==> config.mk <==
export PLATFORM = sky130hd
export DESIGN_NAME = lruTable
export DESIGN_NICKNAME = d
export VERILOG_FILES = /design/src/rtl/icachePkg.sv /design/src/rtl/lruTable.sv
export SDC_FILE = /design/constraint.sdc
export NUM_CORES = 1
export LEC_CHECK = 0
export BUFFER_PORTS_ARGS = -buffer_cell sky130_fd_sc_hd__buf_4
export CAP_MARGIN = 10
export CORE_ASPECT_RATIO = 1.1
export CORE_MARGIN = 4
export CORE_UTILIZATION = 55
export DETAILED_ROUTE_END_ITERATION = 6
export PLACE_DENSITY = 0.81
export SETUP_SLACK_MARGIN = 0.05
export SLEW_MARGIN = 20
export SYNTH_ARGS = -nofsm -noshare
export SYNTH_HDL_FRONTEND = slang
export SYNTH_SLANG_ARGS = --single-unit
export TNS_END_PERCENT = 10
==> constraint.sdc <==
create_clock -name clk -period 2.3 [get_ports clk]
set_clock_uncertainty 0.15 [all_clocks]
set_input_delay 0.23 -clock clk [delete_from_list [all_inputs] [get_ports clk]]
set_output_delay 0.23 -clock clk [all_outputs]
set_load 0.01 [all_outputs]
==> src/rtl/icachePkg.sv <==
package icachePkg;

    localparam int addrWidth = 32;
    localparam int instWidth = 32;
    localparam int numSets = 64;
    localparam int indexWidth = 6;
    localparam int offsetWidth = 2;
    localparam int tagWidth = addrWidth - indexWidth - offsetWidth;

    typedef logic [addrWidth-1:0] addrT;
    typedef logic [instWidth-1:0] instT;
    typedef logic [indexWidth-1:0] indexT;
    typedef logic [tagWidth-1:0] tagT;
    typedef logic wayT;

    // Driven on foundInst whenever neither way hits
    localparam instT instFree = '0;

    // Set index sits just above the byte offset within the word
    function automatic indexT indexOf(input addrT a);
        return a[offsetWidth +: indexWidth];
    endfunction

    function automatic tagT tagOf(input addrT a);
        return a[addrWidth-1 -: tagWidth];
    endfunction

endpackage

==> src/rtl/lruTable.sv <==
`timescale 1ns/10ps

module lruTable (
    input  logic              clk,
    input  logic              rst,
    input  logic              rdy,
    input  logic              touchEn,
    input  icachePkg::indexT  touchIndex,
    input  icachePkg::wayT    touchWay,
    input  icachePkg::indexT  refillIndex,
    input  logic              valid0,
    input  logic              valid1,
    output icachePkg::wayT    victimWay
);
    import icachePkg::*;

    // One bit per set holding the least recently used way
    logic [numSets-1:0] lru;

    // Free ways are filled before anything is evicted, way 0 first
    always_comb begin
        if (!valid0) begin
            victimWay = 1'b0;
        end else if (!valid1) begin
            victimWay = 1'b1;
        end else begin
            victimWay = lru[refillIndex];
        end
    end

    always_ff @(posedge clk or posedge rst) begin
        if (rst) begin
            lru <= '0;
        end else if (rdy && touchEn) begin
            lru[touchIndex] <= ~touchWay; // The other way becomes the older one
        end
    end

endmodule

After elaboration in Yosys (flattened, before gate mapping)

Index checks and enable logic that the tools add are counted.

Flip-flop bits (word level): 64
Input port bits: 19
Output and inout bits: 1
Word-level logic and storage cells: 14

Magnitude comparators: 3
Multiplexer cells: 7
Bitwise gates (word level): 1
Reductions and logical operators: 2

Operator list:

| cell                 | number |
|---|---|
| $bwmux W64           | 1 |
| $lt A6 B7 Y1 const B | 2 |
| $bmux W1 S6          | 1 |
| $demux W1 S6         | 1 |
| $ge A6 B1 Y1 const B | 1 |
| $mux W1              | 4 |
| $logic_and A1 B1 Y1  | 2 |
| $not A1 Y1           | 1 |

Longest topological paths before layout

Word-level depth: 5
Gate-level depth with buffers: 7
Gate-level depth less buffers: 5

Worst setup path after synthesis

No wires, ideal clock.

Path type: input port to output port
From: input refillIndex[1]
To: output victimWay
Data arrival time: 1.407 ns
Required time: 1.920 ns
Slack: 0.513 ns
Cell stages on the path: 6
Path buffers: 1
Path through: buf_6 -> mux4_1 -> mux2i_1 -> mux2i_1 -> o311ai_1 -> a31oi_1

Cells in the longest elaborated chain, start to end: 4

Ends and longest elaborated chain:

| item                          | line           | source |
|---|---|---|
| from (decl)                   | lruTable.sv:10 | `input icachePkg::indexT refillIndex,` |
| $bmux W1 S6                   | lruTable.sv:27 | `victimWay = lru[refillIndex];` |
| $mux W1 (not written as such) | lruTable.sv:27 |  |
| $mux W1                       | lruTable.sv:24 | `end else if (!valid1) begin` |
| $mux W1                       | lruTable.sv:22 | `if (!valid0) begin` |
| to (decl)                     | lruTable.sv:13 | `output icachePkg::wayT victimWay` |

Every way passes these cells. The select of a mux whose other input is x is not followed.

Worst setup path in the final report

From: register lru[47]
To: output victimWay

Cells in the longest elaborated chain, start to end: 4

Ends and longest elaborated chain:

| item                              | line           | source |
|---|---|---|
| from (decl)                       | lruTable.sv:18 | `logic [numSets-1:0] lru;` |
| from (signal, indexed assignment) | lruTable.sv:35 | `lru[touchIndex] <= ~touchWay;` |
| $bmux W1 S6                       | lruTable.sv:27 |  |
| $mux W1 (not written as such)     | lruTable.sv:27 |  |
| $mux W1                           | lruTable.sv:24 |  |
| $mux W1                           | lruTable.sv:22 |  |

Every way passes these cells. The select of a mux whose other input is x is not followed.

==> metrics <==
outcome=finished with violations; failing checks=setup timing; Placed Instance Area=0.003359 mm2; DRT Pass-1 Iters=5; RSZ-0062 raised after global routing=true; Port-buffer cells=19; Peak VDD IR=477.0 uV; critical path's slowest cell=mux4_2; leakage=1.540 nW; most frequent cells in the layout=64 x dfrtp_1, 50 x o21ai_0, 47 x o31ai_1, 27 x nor2_1, 22 x buf_4; worst slew pin tran=0.6363 ns; DRC viols=0; fin util=0.6270; largest net degree at the start of global routing=65; Largest register FFs=64; CP required=1.92 ns; crit path cell chain=mux4_2, mux2i_1, mux2i_1, o311ai_1, a31oi_1, buf_4; Yosys top cell area share=0.4933; 1st-iter DRT viols=257; FF+latch count, synth=64; Reg2Reg Depth=3; biggest regs=lru x64; sequential share of the synthesized area=0.4933; antenna cells=0; CP startpoint kind=flop; first-pass GRT wire length=11920 um; Final #Nets=326; area delta synth->final=10.71%; Rel. slew slack=0.5758; post-CTS setup repair buffer count=0; f_max=419.1 MHz; Tot Pwr=2.706 mW; R2R Path End=lru[22]; Post-DRT Antenna Nets=0; Die Area=0.007198 mm2; setup_tns=-0.08619 ns; Critical R2R Launch=lru[22]; synth top area cells=dfrtp_1 49%, o31ai_1 11%, o21ai_0 7.7%, mux4_1 7.3%, mux4_2 4.9%; Yosys warning count=0; die width=81.26 um; Starting Density=0.5663; worst-skew pair later-pin latency=0.35 ns; layout cell share with drive strength beyond 1=0.1608; io pins=20; antenna violations before repair=0; Post-Synthesis Cells=302; CP Max Fanout=2; final instance area=0.003595 mm2; post-route minimum period=2.386 ns; clk slew on worst S/H paths=0.07 ns; die height=88.59 um; routed length per instance=18.88 um; vias after detailed routing=2431; Core Footprint=0.005733 mm2; Post-Place Setup Slack=0.1863 ns; Rows=29; Mapped Nets=321; setup ws final=-0.08619 ns; critical path's most frequent cell=mux2i_1; CTS Buf Count=9; Avg Inst Size Synth=10.75 um2; worst reg-to-reg setup slack=0.87 ns; Final Hold Viols=0; GP Congestion=0.8600; hold endpoint=lru[23]; hpwl dp=4925 um; total wire length=7324 um; WS Path Type=reg -> out; Worst EP arrival=2.01 ns; most flop-heavy register=lru; largest area contributor in the netlist=dfrtp_1; CTS sink cnt=64; GRT Total Usage=0.2299; root buf cell=clkbuf_8; hold path start=touchIndex[2]; crit-path max cell delay=0.47 ns; CTS tree=done; vias in the first global route=2394; clk buf depth=2; WHS Path Cells=3; H-tree levels=3; Setup crit end kind=output pin; Hold WC Path Type=in -> reg; Max Transition Viols Final=0; commonest non-fill, non-tap cell in the layout=dfrtp_1; area of the mapped netlist=0.003247 mm2; DR vias/cell=6.265; Pwr Density=752.8 mW/mm2; max cap viols=0; Final setup viols=1; Yosys cell types=30; Remaining Overflow, GRT=0; fin crit share=1.037
per-stage QoR:
stage,hold WS [ns],cells
after floorplan,0.3174,302
after global placement,0.1664,370
after detailed placement,0.1668,370
after CTS,0.06978,388
after global routing,0.08504,388
final,0.08440,388
cell usage after synthesis:
library cell,n
a211oi_1,1
a21oi_1,15
a31oi_1,8
a41oi_1,1
and3_1,2
buf_1,1
buf_12,1
buf_2,1
buf_4,1
buf_6,1
clkbuf_1,23
clkbuf_2,3
dfrtp_1,64
inv_1,6
mux2i_1,6
mux4_1,9
mux4_2,7
nand2_1,8
nand3_1,5
nand3b_1,3
nand4_1,1
nor2_1,27
nor2b_1,4
o211ai_1,1
o21ai_0,50
o22ai_1,2
o311ai_1,1
o31ai_1,47
or3_1,1
or3b_2,2
cells by family after synthesis:
| family | count (synthesis) | synth area share |
|---|---|---|
| DFF | 64 | 0.4933 |
| muxes | 22 | 0.1399 |
| AOI/OAI and AO/OA | 126 | 0.2382 |
| buffers and inverters | 37 | 0.05279 |
| and+or+nand+nor | 53 | 0.07592 |
routing by layer:
layer | wire length [um] | share of wire | vias up | global-route usage
li1 | - | - | 1154 | -
met1 | 2920 | 0.40 | 1182 | 0.2963
met2 | 3723 | 0.51 | 80 | 0.3674
met3 | 526 | 0.072 | 15 | 0.05906
met4 | 154 | 0.021 | 0 | 0.1045
met5 | 0 | 0 | - | 0
how the worst max path moves through the flow:
stage,to,slack [ns],startpoint,depth (start not counted)
after floorplan,lru[0],0.32,rst,1
after global placement,victimWay,0.21,refillIndex[1],8
after detailed placement,victimWay,0.19,refillIndex[1],8
after CTS,victimWay,-0.08,lru[47],6
after global routing,victimWay,-0.18,lru[47],6
final,victimWay,-0.09,lru[47],6
cell type report:
cell class                 instances  area (um2)
clock buffer                      12       155.1
clock inverter                     3       65.06
fill                             484        2138
multi-input combinational        201        1459
sequential                        64        1602
inverter                           6       22.52
timing repair buffer              25       195.2
tap                               77       96.34
critical path, delay by kind of cell, from the launching register on:
family	cells	cell delay, ns
mux	3	0.74
flops	1	0.40
compound gates	2	0.37
buf+inv	1	0.15
power breakdown:
part | internal (mW) | total (mW) | switching (mW)
Sequential | 1.23 | 1.29 | 0.0601
Combinational | 0.156 | 0.341 | 0.185
Clock | 0.662 | 1.07 | 0.411
repair_timing:
action | in CTS | in global routing
gates cloned | 0 | 0
pin swaps | 0 | 0
hold buffers | 3 | 0
setup endpoints to repair | 1 | 8
endpoints found under the hold margin | 25 | 0
resized for setup | 2 | 2
Note: power is estimated with default switching activity, not from simulation.
