$ cat src/rtl/icachePkg.sv
package icachePkg;

    localparam int addrWidth = 32;
    localparam int instWidth = 32;
    localparam int numSets = 64;
    localparam int indexWidth = 6;
    localparam int offsetWidth = 2;
    localparam int tagWidth = addrWidth - indexWidth - offsetWidth;

    typedef logic [addrWidth-1:0] addrT;
    typedef logic [instWidth-1:0] instT;
    typedef logic [indexWidth-1:0] indexT;
    typedef logic [tagWidth-1:0] tagT;
    typedef logic wayT;

    // Driven on foundInst whenever neither way hits
    localparam instT instFree = '0;

    // Set index sits just above the byte offset within the word
    function automatic indexT indexOf(input addrT a);
        return a[offsetWidth +: indexWidth];
    endfunction

    function automatic tagT tagOf(input addrT a);
        return a[addrWidth-1 -: tagWidth];
    endfunction

endpackage

$ cat src/rtl/missHandler.sv
`timescale 1ns/10ps

module missHandler (
    input  logic             clk,
    input  logic             rst,
    input  logic             rdy,
    input  logic             fetchEn,
    input  icachePkg::addrT  addr,
    input  logic             hit,
    input  logic             memValid,
    input  icachePkg::instT  memInst,
    output logic             memFetchEn,
    output icachePkg::addrT  memFetchAddr,
    output logic             refillEn,
    output icachePkg::addrT  refillAddr,
    output icachePkg::instT  refillInst
);
    import icachePkg::*;

    typedef enum logic [1:0] {
        stIdle,
        stRequest,
        stWait
    } stateT;

    stateT state;
    addrT  missAddr;
    logic  pendValid;
    instT  pendInst;
    logic  startMiss;
    logic  respIn;

    // A new miss is only taken while idle so there is never more than one outstanding
    assign startMiss = (state == stIdle) && fetchEn && !hit;

    // Response either arrives now or was caught earlier during a stall
    assign respIn = (state == stWait) && (memValid || pendValid);

    always_ff @(posedge clk or posedge rst) begin
        if (rst) begin
            state     <= stIdle;
            pendValid <= 1'b0;
        end else if (rdy) begin
            case (state)
                stIdle: begin
                    if (startMiss) begin
                        state <= stRequest;
                    end
                end
                stRequest: begin
                    state <= stWait; // Memory always takes the request
                end
                stWait: begin
                    if (respIn) begin
                        state     <= stIdle;
                        pendValid <= 1'b0;
                    end
                end
                default: begin
                    state <= stIdle;
                end
            endcase
        end else if ((state == stWait) && memValid) begin
            pendValid <= 1'b1; // Hold the response until rdy comes back
        end
    end

    always_ff @(posedge clk) begin
        if (rdy && startMiss) begin
            missAddr <= {tagOf(addr), indexOf(addr), {offsetWidth{1'b0}}};
        end
        if (!rdy && (state == stWait) && memValid) begin
            pendInst <= memInst;
        end
    end

    assign memFetchEn   = (state == stRequest) && rdy;
    assign memFetchAddr = missAddr;

    // Refill strobe lines up with the memValid edge itself
    assign refillEn   = respIn;
    assign refillAddr = missAddr;
    assign refillInst = pendValid ? pendInst : memInst;

endmodule

$ cat config.mk
export PLATFORM = sky130hd
export DESIGN_NAME = missHandler
export DESIGN_NICKNAME = d
export VERILOG_FILES = /design/src/rtl/icachePkg.sv /design/src/rtl/missHandler.sv
export SDC_FILE = /design/constraint.sdc
export NUM_CORES = 1
export LEC_CHECK = 0
export BUFFER_PORTS_ARGS = -buffer_cell sky130_fd_sc_hd__buf_2
export CAP_MARGIN = 10
export CELL_PAD_IN_SITES_DETAIL_PLACEMENT = 1
export CELL_PAD_IN_SITES_GLOBAL_PLACEMENT = 2
export CORE_MARGIN = 10
export CORE_UTILIZATION = 24
export CTS_BUF_LIST = sky130_fd_sc_hd__clkbuf_4 sky130_fd_sc_hd__clkbuf_8 sky130_fd_sc_hd__clkbuf_16
export CTS_CLUSTER_SIZE = 14
export DETAILED_ROUTE_END_ITERATION = 8
export PLACE_DENSITY = 0.84
export SYNTH_ARGS = -nofsm -noshare
export SYNTH_HDL_FRONTEND = slang
export SYNTH_SLANG_ARGS = --single-unit
$ cat constraint.sdc
create_clock -name clk -period 3.3 [get_ports clk]
set_input_delay 0.495 -clock clk [delete_from_list [all_inputs] [get_ports clk]]
set_output_delay 0.495 -clock clk [all_outputs]
set_load 0.03 [all_outputs]
* Word level (Yosys, flattened, before mapping) *
Cells that the tools add are included.

storage, ports and cells
  output and inout bits = 98
  register bits = 65
  logic and storage cells = 33

cells by class
  reductions and logical operators = 15
  multiplexer cells = 8
  equality and inequality tests = 6

operators by type and width
  cell                                                                     count
  32-bit 2-to-1 mux                                                        1
  1-bit logical AND                                                        8
  2-bit one-hot mux with 3 select lines                                    1
  3-bit AND reduction                                                      2
  1-bit 2-to-1 mux                                                         4
  2-bit 2-to-1 mux                                                         2
  2-bit by 1-bit inequality test with 1-bit output, second input constant  2
  2-bit inequality test, second input constant                             2
  2-bit by 1-bit == test with 1-bit output, second input constant          1
  2-bit == test, second input constant                                     1
  1-bit zero test                                                          2
  2-bit zero test                                                          1
  2-bit nonzero test                                                       1
  1-bit logical OR                                                         1

* Longest topological paths before layout *
Gate-level depths: netlist of run 1.

  depth after elaboration = 5
  gate-level depth with buffers = 4
  gate-level depth less buffers = 2

* Least setup slack after synthesis of run 1 *
No wires, ideal clock.

  path kind = in2reg
  start point = in rdy
  end point = reg missAddr[10] (netlist: memFetchAddr[10]), enable pin
  path buffers = 0
  path slack = 139 ps
  cell stages on the path = 2
  required time = 2,845 ps
  data arrival time = 2,706 ps
  library setup time = 455 ps
  cells stage by stage = nand2b_1 -> nor3_1

on the way
  longest elaborated chain between the ends = 1

RTL lines
  what                    line               source
  start: declaration      missHandler.sv:6   input logic rdy,
  1-bit logical AND       missHandler.sv:69  if (rdy && startMiss) begin
  end signal: assignment  missHandler.sv:70  missAddr <= {tagOf(addr), indexOf(addr), {offsetWidth{1'b0}}};
  end: declaration        missHandler.sv:27  addrT missAddr;

No other way between the ends.
A chain may end at the register's enable or synchronous reset.

* Final worst setup path of run 1 *
  start point = reg pendValid
  end point = out refillInst[10]

on the way
  longest elaborated chain between the ends = 1

RTL lines
  what                      line               source
  start: declaration        missHandler.sv:28  logic pendValid;
  start signal: assignment  missHandler.sv:42  pendValid <= 1'b0;
  start signal: assignment  missHandler.sv:56  pendValid <= 1'b0;
  start signal: assignment  missHandler.sv:64  pendValid <= 1'b1;
  32-bit 2-to-1 mux         missHandler.sv:83  assign refillInst = pendValid ? pendInst : memInst;
  end: declaration          missHandler.sv:16  output icachePkg::instT refillInst

No other way between the ends.

==> results of run 1 <==
final cells by class:
cell class	count	area, um^2	area share, %
tap	140	175	4.76
inverter	3	11.3	0.306
clock inverter	4	20.0	0.543
clock buffer	12	248	6.73
multi-input combinational	47	464	12.6
sequential	65	1940	52.6
timing repair buffer	164	828	22.5
report_power, final:
group	switching [uW]	internal, uW
logic	519	287
clock network	321	527
registers	14.5	948
cells in the final DEF, fill, tap and decap left out, drive strengths merged:
master | netlist | layout
a32oi | 1 | 1
buf | 38 | 164
clkbuf | 0 | 12
clkinv | 0 | 4
conb | 1 | 4
dfrtp | 3 | 3
edfxtp | 62 | 62
inv | 3 | 3
mux2 | 32 | 32
nand2b | 2 | 2
nand3b | 1 | 1
nor2 | 2 | 2
nor3 | 1 | 1
o211a | 1 | 1
o2bb2ai | 1 | 1
o31ai | 1 | 1
o32ai | 1 | 1
critical path: stages (launching register included):
cell,delay [ns]
sky130_fd_sc_hd__dfrtp_1,0.32
sky130_fd_sc_hd__buf_4,0.39
sky130_fd_sc_hd__mux2_2,0.39
sky130_fd_sc_hd__buf_2,0.19
per-stage QoR:
step	power [uW]	instance area [um^2]
2_1_floorplan	1630	2710
3_3_place_gp	1790	3420
3_5_place_dp	1800	3420
4_1_cts	2670	3680
5_1_grt	2760	3680
6_report	2620	3680
metal layers:
layer	share of wire (%)	track usage [%]	wire [um]
met1	38	9.06	2750
met2	42	12.5	2990
met3	18	6.96	1280
met4	2.3	4.49	163
met5	0	0	0
sequential cells by signal, indices dropped and copies added, names as in the netlist:
signal	flops
state	2
memFetchAddr	30
pendInst	32
pendValid	1
cell families (layout without fill, tap and decap cells):
| group | count (synthesis) | in the layout | synth area share (%) |
|---|---|---|---|
| AOI/OAI and AO/OA | 5 | 5 | 1.81 |
| other | 1 | 4 | 0.139 |
| and+or+nand+nor | 6 | 6 | 1.21 |
| DFF | 65 | 65 | 71.9 |
| buffers and inverters | 41 | 183 | 11.6 |
| muxes | 32 | 32 | 13.4 |
worst max-delay path by stage:
stage                     startpoint                         end  slack, ns
2_1_floorplan                    rdy  memFetchAddr[10]$_DFFE_PP_       0.14
3_3_place_gp   pendValid$_DFFE_PP0P_               refillInst[1]       1.51
3_5_place_dp   pendValid$_DFFE_PP0P_              refillInst[18]       1.48
4_1_cts        pendValid$_DFFE_PP0P_              refillInst[18]       1.12
5_1_grt        pendValid$_DFFE_PP0P_              refillInst[18]       1.05
6_report       pendValid$_DFFE_PP0P_              refillInst[10]       1.17
==> results.txt, run 1 <==
Status: finished clean
DRT Wirelength: 7180 um
Capture point of the worst reg-to-reg path: memFetchAddr[2]$_DFFE_PP_
Routability congestion estimate: 0.703
Most repeated cell in the gate-level netlist after synthesis: sky130_fd_sc_hd__edfxtp_1
Post-CTS Setup Bufs: 0
Predominant post-synthesis flop cell: sky130_fd_sc_hd__edfxtp_1
Summed negative setup slack over all endpoints: 0 ns
Half-perimeter wire length after placement: 5740 um
Fraction of layout instances using a drive strength above 1: 72.9%
TritonCTS clock tree: yes
Cell area power density: 710 nW/um^2
Leftover overflow at the end of global routing: 0
Synth-to-Final Area Change: 36.7%
Critical Path Sink Type: output port
Worst Clk Skew: 0.00588 ns
Worst-path fanout max: 35
Leakage dissipation: 0.00157 uW
Nets@finish: 360
Antenna diode count: 0
Post-detailed-route via-to-cell ratio: 4.02
Floorplan die area: 15900 um^2
Area of the core region: 10900 um^2
Maximum clock insertion buffer count: 2
Core Rows: 38
Area leader, netlist: sky130_fd_sc_hd__edfxtp_1
Post-layout utilization of the core: 33.7%
Clock Root Buffer: sky130_fd_sc_hd__clkbuf_16
Latest clock arrival within the worst-skew pair: 0.32 ns
Critical Path RT: 2.80 ns
Fraction of synthesis flops using an asynchronous set or reset pin: 4.62%
Vias: 1749
Wire length of the first global-routing pass: 11000 um
Dpl cells: 419
Max Cap Viol: 0
Worst Setup Path Type: register to output port
Startpoint type of the worst setup path: register
CTS Buf Count: 9
Number of synthesized register bits: 65
Post-Layout Cell Count: 435
Clock-pin transition on the worst setup and hold timing paths: 0.05 ns
Area share of the largest cell type after synthesis: 69.1%
RSZ-0062 raised after global routing: no
Post-CTS Hold Fix Bufs: 0
Path category of the worst min-delay check: primary input to async pin
Post-route minimum period: 2.13 ns
Post-synth top cells: 62 x sky130_fd_sc_hd__edfxtp_1, 34 x sky130_fd_sc_hd__buf_4, 32 x sky130_fd_sc_hd__mux2_2
Final setup fails: 0
Count of flip-flops with a built-in enable after synthesis: 62
Synth top area cells: sky130_fd_sc_hd__edfxtp_1 69%, sky130_fd_sc_hd__mux2_2 13%, sky130_fd_sc_hd__buf_4 9.5%
Worst IR Drop VDD: 0.000245 V
Hold slack: 0.0357 ns
Count of pins over their slew limit: 0
Share of the cycle needed by the critical path after routing: 64.5%
Syn Inst Count: 150
Sequential fraction of the synthesis area: 71.9%
Top achievable clock speed: 470 MHz
Via count of the first global-routing pass: 2024
Average wire length per cell after detail routing: 16.5 um
Mapped Avg Cell Area: 18.0 um^2
Hold Violations, Final: 0
Global-route usage over all layers: 8.76%
Starting density of the core: 24.6%
Clock Sink Count: 65
Pin count of the biggest net entering global routing: 36
DRC violations left: 0
Vert. Die Dim: 126 um
Gates resized, CTS repair: 0
Number of H-tree levels: 3
Post-route antenna net violation count: 0
Number of antenna violations at the first check in global routing: 0
Worst reg2reg setup slack: 1.76 ns
RR Startpoint: state[1]$_DFFE_PP0P_
Minimum setup slack in the final design: 1.17 ns
Buffers on Ports: 161
DP Worst Slack: 1.48 ns
Num ports: 168
CP arrival: 1.63 ns
Distinct cell type count after synthesis: 16
Horizontal die dimension: 126 um
Violation count after the first detailed-routing iteration: 69
Length in cells of the worst reg-to-reg path: 3
Filler Cells Inserted: 1225
Yosys warnings: 0
Number of detailed-route iterations in the first pass: 3
Mapped Area: 2690 um^2
Note: power is estimated with default switching activity, not from simulation.
==> run 2: changes to the inputs <==
Settings changed: ABC_AREA set to 1, CORE_UTILIZATION 24 to 22, PLACE_DENSITY 0.84 to 0.82.
Clock period 3.3 ns to 1.9 ns, I/O delays scaled along.
==> run 2 against run 1 <==
  * Synthesized area increased by 3.0%
  * Sequential share of layout area decreased by 2.0 points
  * Sequential cell count unchanged
  * Clock power increased by 75%
  * Setup slack got worse by 1.0 ns
  * Synthesized cell count increased by 54%
  * Sequential power increased by 87%
  * Largest cell class unchanged
  * Highest routed layer is now met5
==> results.txt, run 2 <==
Status: finished clean
Leftover overflow at the end of global routing: 0
Violation count after the first detailed-routing iteration: 99
CTS Buf Count: 9
Via count of the first global-routing pass: 2397
Cell occurring most often along the worst timing path: sky130_fd_sc_hd__nand2_1
TritonCTS clock tree: yes
Sequential fraction of the synthesis area: 69.8%
Num ports: 168
Worst Clk Skew: 0.00485 ns
Number of detailed-route iterations in the first pass: 4
Count of pins over their slew limit: 0
Hold Violations, Final: 0
Clock Sink Count: 65
Worst IR Drop VDD: 0.000495 V
Maximum clock insertion buffer count: 2
Starting density of the core: 22.8%
Count of flip-flops with a built-in enable after synthesis: 62
Number of H-tree levels: 3
Post-layout utilization of the core: 31.5%
Buffers on Ports: 161
Latest clock arrival within the worst-skew pair: 0.33 ns
Post-detailed-route via-to-cell ratio: 3.86
Fraction of layout instances using a drive strength above 1: 51.9%
Cell type group with the largest total delay on the critical path: flip-flops
Top reg by flops: pendInst
Worst-path fanout max: 23
Clock-pin transition on the worst setup and hold timing paths: 0.06 ns
DRC violations left: 0
Critical Path Sink Type: output port
Half-perimeter wire length after placement: 6590 um
Core Rows: 40
Area leader, netlist: sky130_fd_sc_hd__edfxtp_1
Wire length of the first global-routing pass: 13100 um
Average wire length per cell after detail routing: 15.3 um
Top achievable clock speed: 565 MHz
RR Startpoint: state[0]$_DFFE_PP0P_
Cells traversed along the worst timing path: buf_6, nand2_1, nand2_1, buf_2
Final cell area excluding filler cells: 3830 um^2
Clock Root Buffer: sky130_fd_sc_hd__clkbuf_16
Highest-count cells in the layout ignoring fill and taps: 161 x sky130_fd_sc_hd__buf_2, 95 x sky130_fd_sc_hd__nand2_1, 62 x sky130_fd_sc_hd__edfxtp_1
Most repeated cell in the gate-level netlist after synthesis: sky130_fd_sc_hd__nand2_1
Critical Path RT: 1.62 ns
Hold slack: 0.130 ns
Number of synthesized register bits: 65
RSZ-0062 raised after global routing: no
Worst path bufs/invs: 2
Critical Path Source: pendValid$_DFFE_PP0P_
Path category of the worst min-delay check: primary input to register
Area of placed instances: 3540 um^2
Mapped Avg Cell Area: 12.0 um^2
Final setup fails: 0
Mapped Area: 2780 um^2
Post-route antenna net violation count: 0
Startpoint type of the worst setup path: register
Fraction of synthesis flops using an asynchronous set or reset pin: 4.62%
Post-layout total power: 5360 uW
Leakage dissipation: 0.00180 uW
Worst Setup Path Type: register to output port
Critical Path Max Stage Delay: 0.54 ns
Number of flip-flops under the largest register name: 32
Vias: 2098
Yosys warnings: 0
Horizontal die dimension: 132 um
Global-route usage over all layers: 9.52%
Post-synth top cells: 95 x sky130_fd_sc_hd__nand2_1, 62 x sky130_fd_sc_hd__edfxtp_1, 37 x sky130_fd_sc_hd__buf_4
Area share of the largest cell type after synthesis: 67.1%
Summed negative setup slack over all endpoints: 0 ns
Synth-to-Final Area Change: 38.0%
Max Cap Viol: 0
Post-route minimum period: 1.77 ns
Floorplan die area: 17500 um^2
Antenna diode count: 0
Vert. Die Dim: 132 um
Predominant post-synthesis flop cell: sky130_fd_sc_hd__edfxtp_1
Pin count of the biggest net entering global routing: 34
Syn Inst Count: 231
Number of antenna violations at the first check in global routing: 1
CP arrival: 1.48 ns
Min-Delay Startpoint: addr[19]
Cell area power density: 1400 nW/um^2
Area of the core region: 12200 um^2
Distinct cell type count after synthesis: 14
Slowest stage cell, crit path: sky130_fd_sc_hd__dfrtp_1
Share of the cycle needed by the critical path after routing: 93.1%
Routability congestion estimate: 0.669
Most common cell after layout, fill and taps aside: sky130_fd_sc_hd__buf_2
Synth top area cells: sky130_fd_sc_hd__edfxtp_1 67%, sky130_fd_sc_hd__nand2_1 13%, sky130_fd_sc_hd__buf_4 10%
Nets@finish: 441
Post-CTS Setup Bufs: 0
DRT Wirelength: 8330 um
==> run 2: changes by cell type in the layout (fill, tap and decap cells not counted), sizes merged, moves of 2 or more <==
cell / previous run / this run
nand2: 0 / 105
mux2: 32 / 0
inv: 3 / 8
nand3: 0 / 5
buf: 164 / 166
clkinvlp: 0 / 2
nand2b: 2 / 0
nor2: 2 / 4
==> run 2: logic make-up after synthesis <==
| logic type | Yosys count | share of synthesized area, % |
|---|---|---|
| compound gates | 1 | 0.180 |
| buf+inv | 49 | 12.9 |
| simple gates | 115 | 17.0 |
| other cells | 1 | 0.135 |
| flops | 65 | 69.8 |
==> run 2: path summary, 6_finish.rpt <==
path / end / slack, ns / cells after the start
setup / recovery: refillInst[3] / 0.13 / 4
hold / removal: memFetchAddr[19]$_DFFE_PP_ / 0.13 / 1
setup reg to reg: pendInst[7]$_DFFE_PP_ / 0.47 / 4
hold reg to reg: state[0]$_DFFE_PP0P_ / 0.58 / 2
max in group asynchronous: pendValid$_DFFE_PP0P_ / 1.38 / 3
min in group asynchronous: state[0]$_DFFE_PP0P_ / 0.39 / 3
==> run 2: what timing repair did <==
item / CTS / global route
resized for setup: 0 / 3
endpoints found under the setup margin: 0 / 12
endpoints found under the hold margin: 3 / 0
hold buffers: 1 / 0
==> run 2: layout make-up <==
cell class | count | area [um^2]
timing repair buffer | 167 | 870
clock inverter | 5 | 32.5
fill | 1425 | 8330
multi-input combinational | 120 | 502
clock buffer | 11 | 240
tap | 168 | 210
sequential | 65 | 1940
inverter | 8 | 37.5
==> run 2: per-stage QoR <==
stage | setup WS (ns) | instances
after global routing | 0.0115 | 544
after floorplan | 0.0703 | 234
after CTS | 0.0297 | 544
after global placement | 0.437 | 527
final | 0.130 | 544
after detailed placement | 0.406 | 527
==> run 2: layer usage <==
metal  part of all wire (%)  vias to the layer above  GRT usage (%)
met2                     46                      121           15.7
met3                     13                        7           6.63
li1                       -                      997              -
met5                   0.16                        -              0
met1                     40                      971           9.49
met4                   0.50                        2           2.57
==> run 2: report_power, final <==
group | switching [uW] | leakage (uW) | internal [uW]
combinational | 1540 | 0.00107 | 538
sequential | 87.3 | 0.000601 | 1710
clock | 573 | 0.000130 | 905
